`config.mk`:
```
export PLATFORM = sky130hd
export DESIGN_NAME = waveform_trigger_top
export DESIGN_NICKNAME = d
export VERILOG_FILES = /design/src/trig_pkg.sv /design/src/baseline_estimator.sv /design/src/pretrigger_delay.sv /design/src/capture_controller.sv /design/src/frame_fifo.sv /design/src/waveform_trigger_top.sv
export VERILOG_INCLUDE_DIRS = /design/src
export SDC_FILE = /design/constraint.sdc
export NUM_CORES = 2
export LEC_CHECK = 0
export BUFFER_PORTS_ARGS = -buffer_cell sky130_fd_sc_hd__buf_2
export CELL_PAD_IN_SITES_DETAIL_PLACEMENT = 0
export CELL_PAD_IN_SITES_GLOBAL_PLACEMENT = 1
export CORE_UTILIZATION = 52
export CTS_BUF_LIST = sky130_fd_sc_hd__clkbuf_2 sky130_fd_sc_hd__clkbuf_4 sky130_fd_sc_hd__clkbuf_8
export CTS_CLUSTER_DIAMETER = 30
export DETAILED_ROUTE_END_ITERATION = 8
export GPL_ROUTABILITY_DRIVEN = 0
export PLACE_DENSITY = 0.82
export SKIP_CTS_REPAIR_TIMING = 1
export SLEW_MARGIN = 20
export SYNTH_ARGS = -nofsm -noshare
export SYNTH_HDL_FRONTEND = slang
export SYNTH_HIERARCHICAL = 1
export SYNTH_SLANG_ARGS = --single-unit
```
`constraint.sdc`:
```
create_clock -name axis_aclk -period 8.25 [get_ports axis_aclk]
set_clock_uncertainty 0.05 [all_clocks]
set_input_delay 0.825 -clock axis_aclk [delete_from_list [all_inputs] [get_ports axis_aclk]]
set_output_delay 0.825 -clock axis_aclk [all_outputs]
set_load 0.01 [all_outputs]
```
`src/trig_consts.svh`:
```
`ifndef TRIG_CONSTS_SVH
`define TRIG_CONSTS_SVH

// input beat layout, four ADC samples in 16-bit lanes
`define TRIG_LANES 4
`define TRIG_LANE_W 16
`define TRIG_SAMPLE_W 12
`define TRIG_BEAT_W 64

// baseline window, must stay a power of two
`define TRIG_BASELINE_BEATS 16
`define TRIG_BASELINE_LOG2 4

// trigger height above baseline in ADC counts
`define TRIG_THRESHOLD 400

// frame = header + pre + trigger beat + post
`define TRIG_PRE_BEATS 4
`define TRIG_POST_BEATS 6
`define TRIG_FRAME_BEATS 12

// output FIFO, at least one full frame deep
`define TRIG_FIFO_DEPTH 32
`define TRIG_FIFO_AW 5

// timestamp tick every TS_DIV clocks
`define TRIG_TS_W 32
`define TRIG_TS_DIV 5

`endif

```
`src/trig_pkg.sv`:
```
`default_nettype none

`include "trig_consts.svh"

package trig_pkg;

    // one ADC sample, without the lane padding
    typedef logic [`TRIG_SAMPLE_W-1:0] sample_t;

    // one stream word, input or output
    typedef logic [`TRIG_BEAT_W-1:0] beat_t;

    // prescaled tick count
    typedef logic [`TRIG_TS_W-1:0] timestamp_t;

    // header word fields, all bits above the baseline are zero
    localparam int HDR_TS_LSB = 0;
    localparam int HDR_TS_MSB = 31;
    localparam int HDR_BL_LSB = 32;
    localparam int HDR_BL_MSB = 43;

endpackage

`default_nettype wire

```
`src/baseline_estimator.sv`:
```
`timescale 1ns/10ps
`default_nettype none

`include "trig_consts.svh"

module baseline_estimator
    import trig_pkg::*;
(
    input  logic    axis_aclk,
    input  logic    arst_n,
    input  logic    in_valid,
    input  sample_t lane0,
    output sample_t baseline,
    output logic    baseline_valid
);

    localparam int SUM_W = `TRIG_SAMPLE_W + `TRIG_BASELINE_LOG2;
    localparam logic [`TRIG_BASELINE_LOG2-1:0] LAST_BEAT =
        `TRIG_BASELINE_LOG2'(`TRIG_BASELINE_BEATS - 1);

    logic [`TRIG_BASELINE_LOG2-1:0] beat_cnt;
    logic [SUM_W-1:0]               sum;
    logic [SUM_W-1:0]               sum_next;

    assign sum_next = sum + SUM_W'(lane0);

    always_ff @(posedge axis_aclk or negedge arst_n)
    begin
        if (!arst_n)
        begin
            beat_cnt       <= '0;
            sum            <= '0;
            baseline       <= '0;
            baseline_valid <= 1'b0;
        end
        else if (in_valid && !baseline_valid)
        begin
            if (beat_cnt == LAST_BEAT)
            begin
                // window complete, divide by shifting and freeze
                baseline       <= sample_t'(sum_next >> `TRIG_BASELINE_LOG2);
                baseline_valid <= 1'b1;
            end
            else
            begin
                sum      <= sum_next;
                beat_cnt <= beat_cnt + 1'b1;
            end
        end
    end

    // baseline is measured once per reset
    a_baseline_sticky: assert property (
        @(posedge axis_aclk) disable iff (!arst_n)
        baseline_valid |=> baseline_valid && $stable(baseline)
    );

endmodule

`default_nettype wire

```
`src/pretrigger_delay.sv`:
```
`timescale 1ns/10ps
`default_nettype none

`include "trig_consts.svh"

module pretrigger_delay
    import trig_pkg::*;
(
    input  logic  axis_aclk,
    input  logic  arst_n,
    input  logic  in_valid,
    input  beat_t in_beat,
    output beat_t delayed_beat
);

    localparam int STAGES = `TRIG_PRE_BEATS + 1;

    beat_t history [STAGES];

    // advances on accepted beats only, so gaps in the strobe do not age it
    always_ff @(posedge axis_aclk or negedge arst_n)
    begin
        if (!arst_n)
        begin
            for (int i = 0; i < STAGES; i++)
            begin
                history[i] <= '0;
            end
        end
        else if (in_valid)
        begin
            history[0] <= in_beat;
            for (int i = 1; i < STAGES; i++)
            begin
                history[i] <= history[i-1];
            end
        end
    end

    // oldest stage, PRE+1 accepted beats back
    assign delayed_beat = history[STAGES-1];

endmodule

`default_nettype wire

```
`src/capture_controller.sv`:
```
`timescale 1ns/10ps
`default_nettype none

`include "trig_consts.svh"

module capture_controller
    import trig_pkg::*;
(
    input  logic                   axis_aclk,
    input  logic                   arst_n,
    input  logic                   in_valid,
    input  beat_t                  in_beat,
    input  beat_t                  delayed_beat,
    input  sample_t                baseline,
    input  logic                   baseline_valid,
    input  logic [`TRIG_FIFO_AW:0] free_slots,
    output logic                   wr_en,
    output beat_t                  wr_data,
    output logic                   wr_last,
    output logic                   wr_user,
    output logic [15:0]            lost_count
);

    localparam int CNT_W = $clog2(`TRIG_FRAME_BEATS + 1);
    localparam int DIV_W = $clog2(`TRIG_TS_DIV);
    localparam logic [CNT_W-1:0] LAST_IDX = CNT_W'(`TRIG_FRAME_BEATS - 1);
    localparam logic [`TRIG_FIFO_AW:0] FRAME_SLOTS = (`TRIG_FIFO_AW + 1)'(`TRIG_FRAME_BEATS);

    logic [DIV_W-1:0]        div_cnt;
    timestamp_t              timestamp;
    logic                    prev_above;
    logic [CNT_W-1:0]        beat_cnt;
    logic [`TRIG_SAMPLE_W:0] level;
    logic                    above;
    logic                    idle;
    logic                    trig_hit;
    logic                    start;
    beat_t                   header;

    // one extra bit so baseline plus threshold cannot wrap
    assign level = {1'b0, baseline} + (`TRIG_SAMPLE_W + 1)'(`TRIG_THRESHOLD);

    always_comb
    begin
        above = 1'b0;
        for (int i = 0; i < `TRIG_LANES; i++)
        begin
            if ({1'b0, in_beat[i*`TRIG_LANE_W +: `TRIG_SAMPLE_W]} > level)
            begin
                above = 1'b1;
            end
        end
    end

    assign idle     = (beat_cnt == '0);
    // rising edge of the above flag, only once the baseline is known
    assign trig_hit = in_valid && baseline_valid && idle && above && !prev_above;
    assign start    = trig_hit && (free_slots >= FRAME_SLOTS);

    always_comb
    begin
        header = '0;
        header[HDR_TS_MSB:HDR_TS_LSB] = timestamp;
        header[HDR_BL_MSB:HDR_BL_LSB] = baseline;
    end

    assign wr_en   = start || (!idle && in_valid);
    assign wr_user = start;
    assign wr_last = !idle && in_valid && (beat_cnt == LAST_IDX);
    assign wr_data = start ? header : delayed_beat;

    // free-running timestamp with prescaler
    always_ff @(posedge axis_aclk or negedge arst_n)
    begin
        if (!arst_n)
        begin
            div_cnt   <= '0;
            timestamp <= '0;
        end
        else if (div_cnt == DIV_W'(`TRIG_TS_DIV - 1))
        begin
            div_cnt   <= '0;
            timestamp <= timestamp + 1'b1;
        end
        else
        begin
            div_cnt <= div_cnt + 1'b1;
        end
    end

    always_ff @(posedge axis_aclk or negedge arst_n)
    begin
        if (!arst_n)
        begin
            prev_above <= 1'b0;
            beat_cnt   <= '0;
            lost_count <= '0;
        end
        else
        begin
            if (in_valid)
            begin
                prev_above <= above && baseline_valid;
            end
            // header goes out with the trigger, then one word per accepted beat
            if (start)
            begin
                beat_cnt <= CNT_W'(1);
            end
            else if (!idle && in_valid)
            begin
                beat_cnt <= (beat_cnt == LAST_IDX) ? '0 : beat_cnt + 1'b1;
            end
            // no room for a whole frame, drop it and count
            if (trig_hit && !start && lost_count != '1)
            begin
                lost_count <= lost_count + 1'b1;
            end
        end
    end

    // room is reserved at the trigger, so no word of the frame can hit a full FIFO
    a_write_has_room: assert property (
        @(posedge axis_aclk) disable iff (!arst_n)
        wr_en |-> free_slots != '0
    );

    a_cnt_in_range: assert property (
        @(posedge axis_aclk) disable iff (!arst_n)
        beat_cnt <= CNT_W'(`TRIG_FRAME_BEATS)
    );

endmodule

`default_nettype wire

```
`src/frame_fifo.sv`:
```
`timescale 1ns/10ps
`default_nettype none

`include "trig_consts.svh"

module frame_fifo
    import trig_pkg::*;
(
    input  logic                   axis_aclk,
    input  logic                   arst_n,
    input  logic                   wr_en,
    input  beat_t                  wr_data,
    input  logic                   wr_last,
    input  logic                   wr_user,
    output logic [`TRIG_FIFO_AW:0] free_slots,
    output logic                   full,
    output logic                   m_tvalid,
    input  logic                   m_tready,
    output beat_t                  m_tdata,
    output logic                   m_tlast,
    output logic                   m_tuser
);

    localparam int ENTRY_W = `TRIG_BEAT_W + 2;
    localparam logic [`TRIG_FIFO_AW:0] DEPTH = (`TRIG_FIFO_AW + 1)'(`TRIG_FIFO_DEPTH);

    logic [ENTRY_W-1:0]     mem [`TRIG_FIFO_DEPTH];
    logic [`TRIG_FIFO_AW:0] wr_ptr;
    logic [`TRIG_FIFO_AW:0] rd_ptr;
    logic [`TRIG_FIFO_AW:0] mem_count;
    logic [`TRIG_FIFO_AW:0] occupancy;
    logic                   mem_empty;
    logic                   load;
    logic                   bypass;
    logic                   take_mem;

    assign mem_count = wr_ptr - rd_ptr;
    assign mem_empty = (mem_count == '0);
    // output stage counts as one entry
    assign occupancy  = mem_count + m_tvalid;
    assign free_slots = DEPTH - occupancy;
    assign full       = (occupancy == DEPTH);

    // output register free this cycle or being emptied
    assign load     = !m_tvalid || m_tready;
    // empty memory: a write goes straight to the output, visible next cycle
    assign bypass   = wr_en && mem_empty && load;
    assign take_mem = load && !mem_empty;

    always_ff @(posedge axis_aclk or negedge arst_n)
    begin
        if (!arst_n)
        begin
            wr_ptr   <= '0;
            rd_ptr   <= '0;
            m_tvalid <= 1'b0;
        end
        else
        begin
            if (wr_en && !bypass)
            begin
                wr_ptr <= wr_ptr + 1'b1;
            end
            if (take_mem)
            begin
                rd_ptr   <= rd_ptr + 1'b1;
                m_tvalid <= 1'b1;
            end
            else if (bypass)
            begin
                m_tvalid <= 1'b1;
            end
            else if (m_tready)
            begin
                m_tvalid <= 1'b0;
            end
        end
    end

    always_ff @(posedge axis_aclk)
    begin
        if (wr_en && !bypass)
        begin
            mem[wr_ptr[`TRIG_FIFO_AW-1:0]] <= {wr_user, wr_last, wr_data};
        end
        if (take_mem)
        begin
            {m_tuser, m_tlast, m_tdata} <= mem[rd_ptr[`TRIG_FIFO_AW-1:0]];
        end
        else if (bypass)
        begin
            {m_tuser, m_tlast, m_tdata} <= {wr_user, wr_last, wr_data};
        end
    end

    a_no_write_full: assert property (
        @(posedge axis_aclk) disable iff (!arst_n)
        wr_en |-> !full
    );

    // stream rule, a stalled word may not change or vanish
    a_hold_stalled: assert property (
        @(posedge axis_aclk) disable iff (!arst_n)
        m_tvalid && !m_tready |=> m_tvalid && $stable({m_tuser, m_tlast, m_tdata})
    );

endmodule

`default_nettype wire

```
`src/waveform_trigger_top.sv`:
```
`timescale 1ns/10ps
`default_nettype none

`include "trig_consts.svh"

module waveform_trigger_top
    import trig_pkg::*;
(
    input  logic        axis_aclk,
    input  logic        arst_n,
    input  logic        s_tvalid,
    input  beat_t       s_tdata,
    output logic        m_tvalid,
    input  logic        m_tready,
    output beat_t       m_tdata,
    output logic        m_tlast,
    output logic        m_tuser,
    output logic        fifo_full,
    output logic [15:0] lost_count
);

    sample_t                baseline;
    logic                   baseline_valid;
    beat_t                  delayed_beat;
    logic [`TRIG_FIFO_AW:0] free_slots;
    logic                   wr_en;
    beat_t                  wr_data;
    logic                   wr_last;
    logic                   wr_user;

    // baseline comes from lane 0 only
    baseline_estimator u_baseline (
        .axis_aclk      (axis_aclk),
        .arst_n         (arst_n),
        .in_valid       (s_tvalid),
        .lane0          (s_tdata[`TRIG_SAMPLE_W-1:0]),
        .baseline       (baseline),
        .baseline_valid (baseline_valid)
    );

    pretrigger_delay u_delay (
        .axis_aclk    (axis_aclk),
        .arst_n       (arst_n),
        .in_valid     (s_tvalid),
        .in_beat      (s_tdata),
        .delayed_beat (delayed_beat)
    );

    capture_controller u_ctrl (
        .axis_aclk      (axis_aclk),
        .arst_n         (arst_n),
        .in_valid       (s_tvalid),
        .in_beat        (s_tdata),
        .delayed_beat   (delayed_beat),
        .baseline       (baseline),
        .baseline_valid (baseline_valid),
        .free_slots     (free_slots),
        .wr_en          (wr_en),
        .wr_data        (wr_data),
        .wr_last        (wr_last),
        .wr_user        (wr_user),
        .lost_count     (lost_count)
    );

    frame_fifo u_fifo (
        .axis_aclk  (axis_aclk),
        .arst_n     (arst_n),
        .wr_en      (wr_en),
        .wr_data    (wr_data),
        .wr_last    (wr_last),
        .wr_user    (wr_user),
        .free_slots (free_slots),
        .full       (fifo_full),
        .m_tvalid   (m_tvalid),
        .m_tready   (m_tready),
        .m_tdata    (m_tdata),
        .m_tlast    (m_tlast),
        .m_tuser    (m_tuser)
    );

endmodule

`default_nettype wire

```
==> impl_metrics.tcl <==
set metrics [dict create \
    fin_nets 5684 \
    period_minus_slack_ns 6.23 \
    status "finished, final reports clean" \
    critPathRequiredTime_ns 8.89 \
    power.density_nw_per_um2 359 \
    cts_tree "yes" \
    clockRootBuffer "clkbuf_8" \
    whs_path_depth 2 \
    clkSinkCount 2600 \
    r2r_end "u_fifo/m_tdata[48]" \
    io_buffers 151 \
    synthCells 5076 \
    ir_drop_mv 0.408 \
    hold_viol_final 0 \
    tightest_slew_ns 1.12 \
    p_leak_nw 39.8 \
    yosysUniqueCellTypes 69 \
    nFillCells 13700 \
    fmaxAchievable_mhz 160 \
    r2r_start "u_fifo/rd_ptr[1]" \
    ys_ff_latch 2600 \
    final_cells 8514 \
    synth_top_area_cell "edfxtp_1" \
    critPathCapture "u_fifo/m_tdata[48]" \
    layout-drive-gt1-share_pct 33.4 \
    synthArstFlopShare_pct 16.2 \
    grt_pass1_vias 52600 \
    finalInstanceArea_um2 116000 \
    area_delta_synth_final_pct 13.5 \
    vias_per_cell 6.14 \
    synthesis.nets 5223 \
    period_share_pct 75.6 \
    avgSynthCellArea_um2 20.1 \
    wl_um 248000 \
    path_cells "clkinv_1, fa_1, a21o_1, a21oi_1, xnor2_1, or3_1, and2_1, xnor2_1, a211oi_1, nor4_4, nand2b_1, inv_1, a21oi_4, buf_4, buf_4" \
    track_usage_pct 25.0 \
    hold_class "in -> reg" \
    antenna_found_initial 8 \
    grt_overflow_total 0 \
    clockBufferDepth 4 \
    worstSetupPathType "reg -> reg" \
    dp.cells 7653 \
    cts_buffers 458 \
    yosysWarnings 6 \
    rsz0062_at_grt "no" \
    ant_nets 0 \
    synth_area_um2 102000 \
    slew_headroom_pct 25.1 \
    startpoint "u_fifo/rd_ptr[1]" \
    grt_pass1_wl_um 358000 \
    r2r_cells 15 \
    wl_per_cell_um 29.1 \
    place_area_um2 106000 \
    clk_latency_ns 1.10 \
    critPathMaxFanout 40 \
    synth_edf_count 2178 \
    yosys-top-cells-area "edfxtp_1 (64%), dfrtp_1 (10%), mux4_2 (9.7%), mux2_2 (4.3%), mux2i_1 (1.8%)" \
    drt_iter0_drc 6684 \
    critPathCaptureType "flop" \
    cp.arrival_ns 6.87 \
    grt_start_max_net_pins 165 \
    setup_viol 0 \
    final-max-slew-violation-count 0 \
    rows 162 \
    maxCapViolations 0 \
    timing.reg2reg.setup_slack_ns 2.02 \
    die_height_um 445 \
    die_area_um2 198000 \
    drcViolationCount 0 \
    cpMaxStageDelayCell "dfrtp_4" \
    die_w_um 445 \
    initial_utilization_pct 52.4 \
    ys_seq_area_share_pct 74.4 \
    dr.pass1.iters 6 \
    dr_total_vias 52300 \
    cpPeakStageDelay_ns 0.79 \
    clkTransAtPathRegs_ns 0.06 \
    synthFlopType "edfxtp_1" \
    top_level_ports 152 \
    yosys.area.top_type_share_pct 64.0 \
    dp_hpwl_um 132000 \
    core_area_um2 195000 \
    cp-start-kind "flop" \
    cts_htree_levels 5 \
]
[cells in the final DEF (no fill, tap or decap), types with 81 or more instances in the layout]
cell,netlist,routed
mux4_2,439,439
o22ai_1,81,81
buf_4,72,99
clkbuf_4,0,112
a22oi_1,83,83
a21oi_1,84,83
nand2_1,94,92
edfxtp_1,2178,2178
buf_2,92,149
clkbuf_8,0,475
mux2i_1,181,181
mux2_2,391,391
dfrtp_1,422,419
[how the worst min path moves through the flow]
stage               slack (ns)         startpoint                   end
floorplan                 0.38  u_ctrl/div_cnt[0]     u_ctrl/div_cnt[0]
global placement          0.40  u_ctrl/div_cnt[0]     u_ctrl/div_cnt[0]
detailed placement        0.41  u_ctrl/div_cnt[0]     u_ctrl/div_cnt[0]
CTS                      -0.25             arst_n  u_delay/history[285]
global route             0.002        s_tdata[19]  u_delay/history[275]
finish                    0.03        s_tdata[19]  u_delay/history[275]
[registers in the layout (all words and copies together) (netlist names), 3 cells and up]
signal,count
u_fifo/mem,2112
u_delay/history,256
u_delay/delayed_beat,64
u_fifo/m_tdata,64
u_ctrl/timestamp,32
u_baseline/sum,16
u_ctrl/lost_count,16
u_baseline/baseline,12
u_fifo/rd_ptr,6
u_fifo/wr_ptr,6
u_baseline/beat_cnt,4
u_ctrl/beat_cnt,4
u_ctrl/div_cnt,3
[cell usage after synthesis (7+ instances only)]
| master | instances |
|---|---|
| buf_1 | 29 |
| mux2_2 | 391 |
| nand2_1 | 94 |
| mux2i_1 | 181 |
| xnor2_1 | 56 |
| a211oi_1 | 63 |
| clkbuf_1 | 87 |
| ha_1 | 77 |
| and2_1 | 10 |
| buf_4 | 72 |
| xor2_1 | 36 |
| nor2b_1 | 33 |
| dfrtp_1 | 422 |
| inv_1 | 37 |
| mux2_1 | 25 |
| nor4_1 | 14 |
| o22ai_1 | 81 |
| nand2b_1 | 8 |
| edfxtp_1 | 2178 |
| o21ai_0 | 51 |
| o221ai_1 | 58 |
| nor3_1 | 58 |
| nand4_1 | 41 |
| o22a_1 | 9 |
| buf_6 | 38 |
| nor2_1 | 37 |
| a22oi_1 | 83 |
| mux4_2 | 439 |
| nand3_1 | 31 |
| buf_2 | 92 |
| a221oi_1 | 39 |
| a21o_1 | 10 |
| a21oi_1 | 84 |
| mux2_4 | 30 |
| and3_1 | 7 |
[layout make-up]
class                           instances  area, um^2  area share, %
Antenna cell                            6        15.0         0.0129
Clock buffer                          587        7380           6.36
Clock inverter                        220        2170           1.87
Inverter                               39         146          0.126
Multi-Input combinational cell       2119       24600           21.2
Sequential cell                      2600       76000           65.5
Tap cell                             2624        3280           2.83
Timing Repair Buffer                  319        2410           2.08
[critical path, delay by kind of cell, from the launching register on]
family / cells / cell delay [ns]
adders and majority gates: 1 / 0.53
xor gates and xnor gates: 2 / 0.33
DFF: 1 / 0.79
AOI/OAI and AO/OA: 4 / 0.73
and+or+nand+nor: 4 / 1.29
buffers and inverters: 4 / 2.04
[stage by stage]
stage | hold slack, ns | TNS [ns] | utilization [%] | setup WS [ns] | power, mW
final | 0.0346 | 0 | 59.5 | 2.02 | 41.6
after global routing | 0.00155 | 0 | 59.5 | 1.65 | 43.2
after CTS | -0.247 | 0 | 59.2 | 2.03 | 41.7
after detailed placement | 0.411 | 0 | 54.3 | 2.12 | 29.4
after global placement | 0.403 | 0 | 54.3 | 2.11 | 29.2
after floorplan | 0.382 | -942.19 | - | -0.522 | 25.7
[power breakdown]
part / leakage, nW / internal [mW] / switching, mW
clock: 4.94 / 7.11 / 5.18
combinational: 10.0 / 4.47 / 6.95
sequential: 24.8 / 17.0 / 0.943
[cell families (layout without fill, tap and decap cells)]
kind of cell	after synthesis	after routing	share of synthesized area [%]
DFF	2600	2600	74.4
muxes	1066	1066	16.5
AOI/OAI and AO/OA	518	518	3.58
and+or+nand+nor	364	364	1.85
buffers and inverters	357	1165	1.97
xor gates and xnor gates	92	92	0.789
adders and majority gates	79	79	0.982
other	0	6	0
[metal layers]
metal | track usage, % | vias up | wire length [um] | part of all wire [%]
li1 | - | 21700 | - | -
met3 | 5.89 | 459 | 26900 | 11
met4 | 7.68 | 6 | 6800 | 2.7
met1 | 34.8 | 27100 | 95800 | 39
met2 | 39.4 | 2991 | 118000 | 48
met5 | 0 | - | 63 | 0.025
Note: power is estimated with default switching activity, not from simulation.
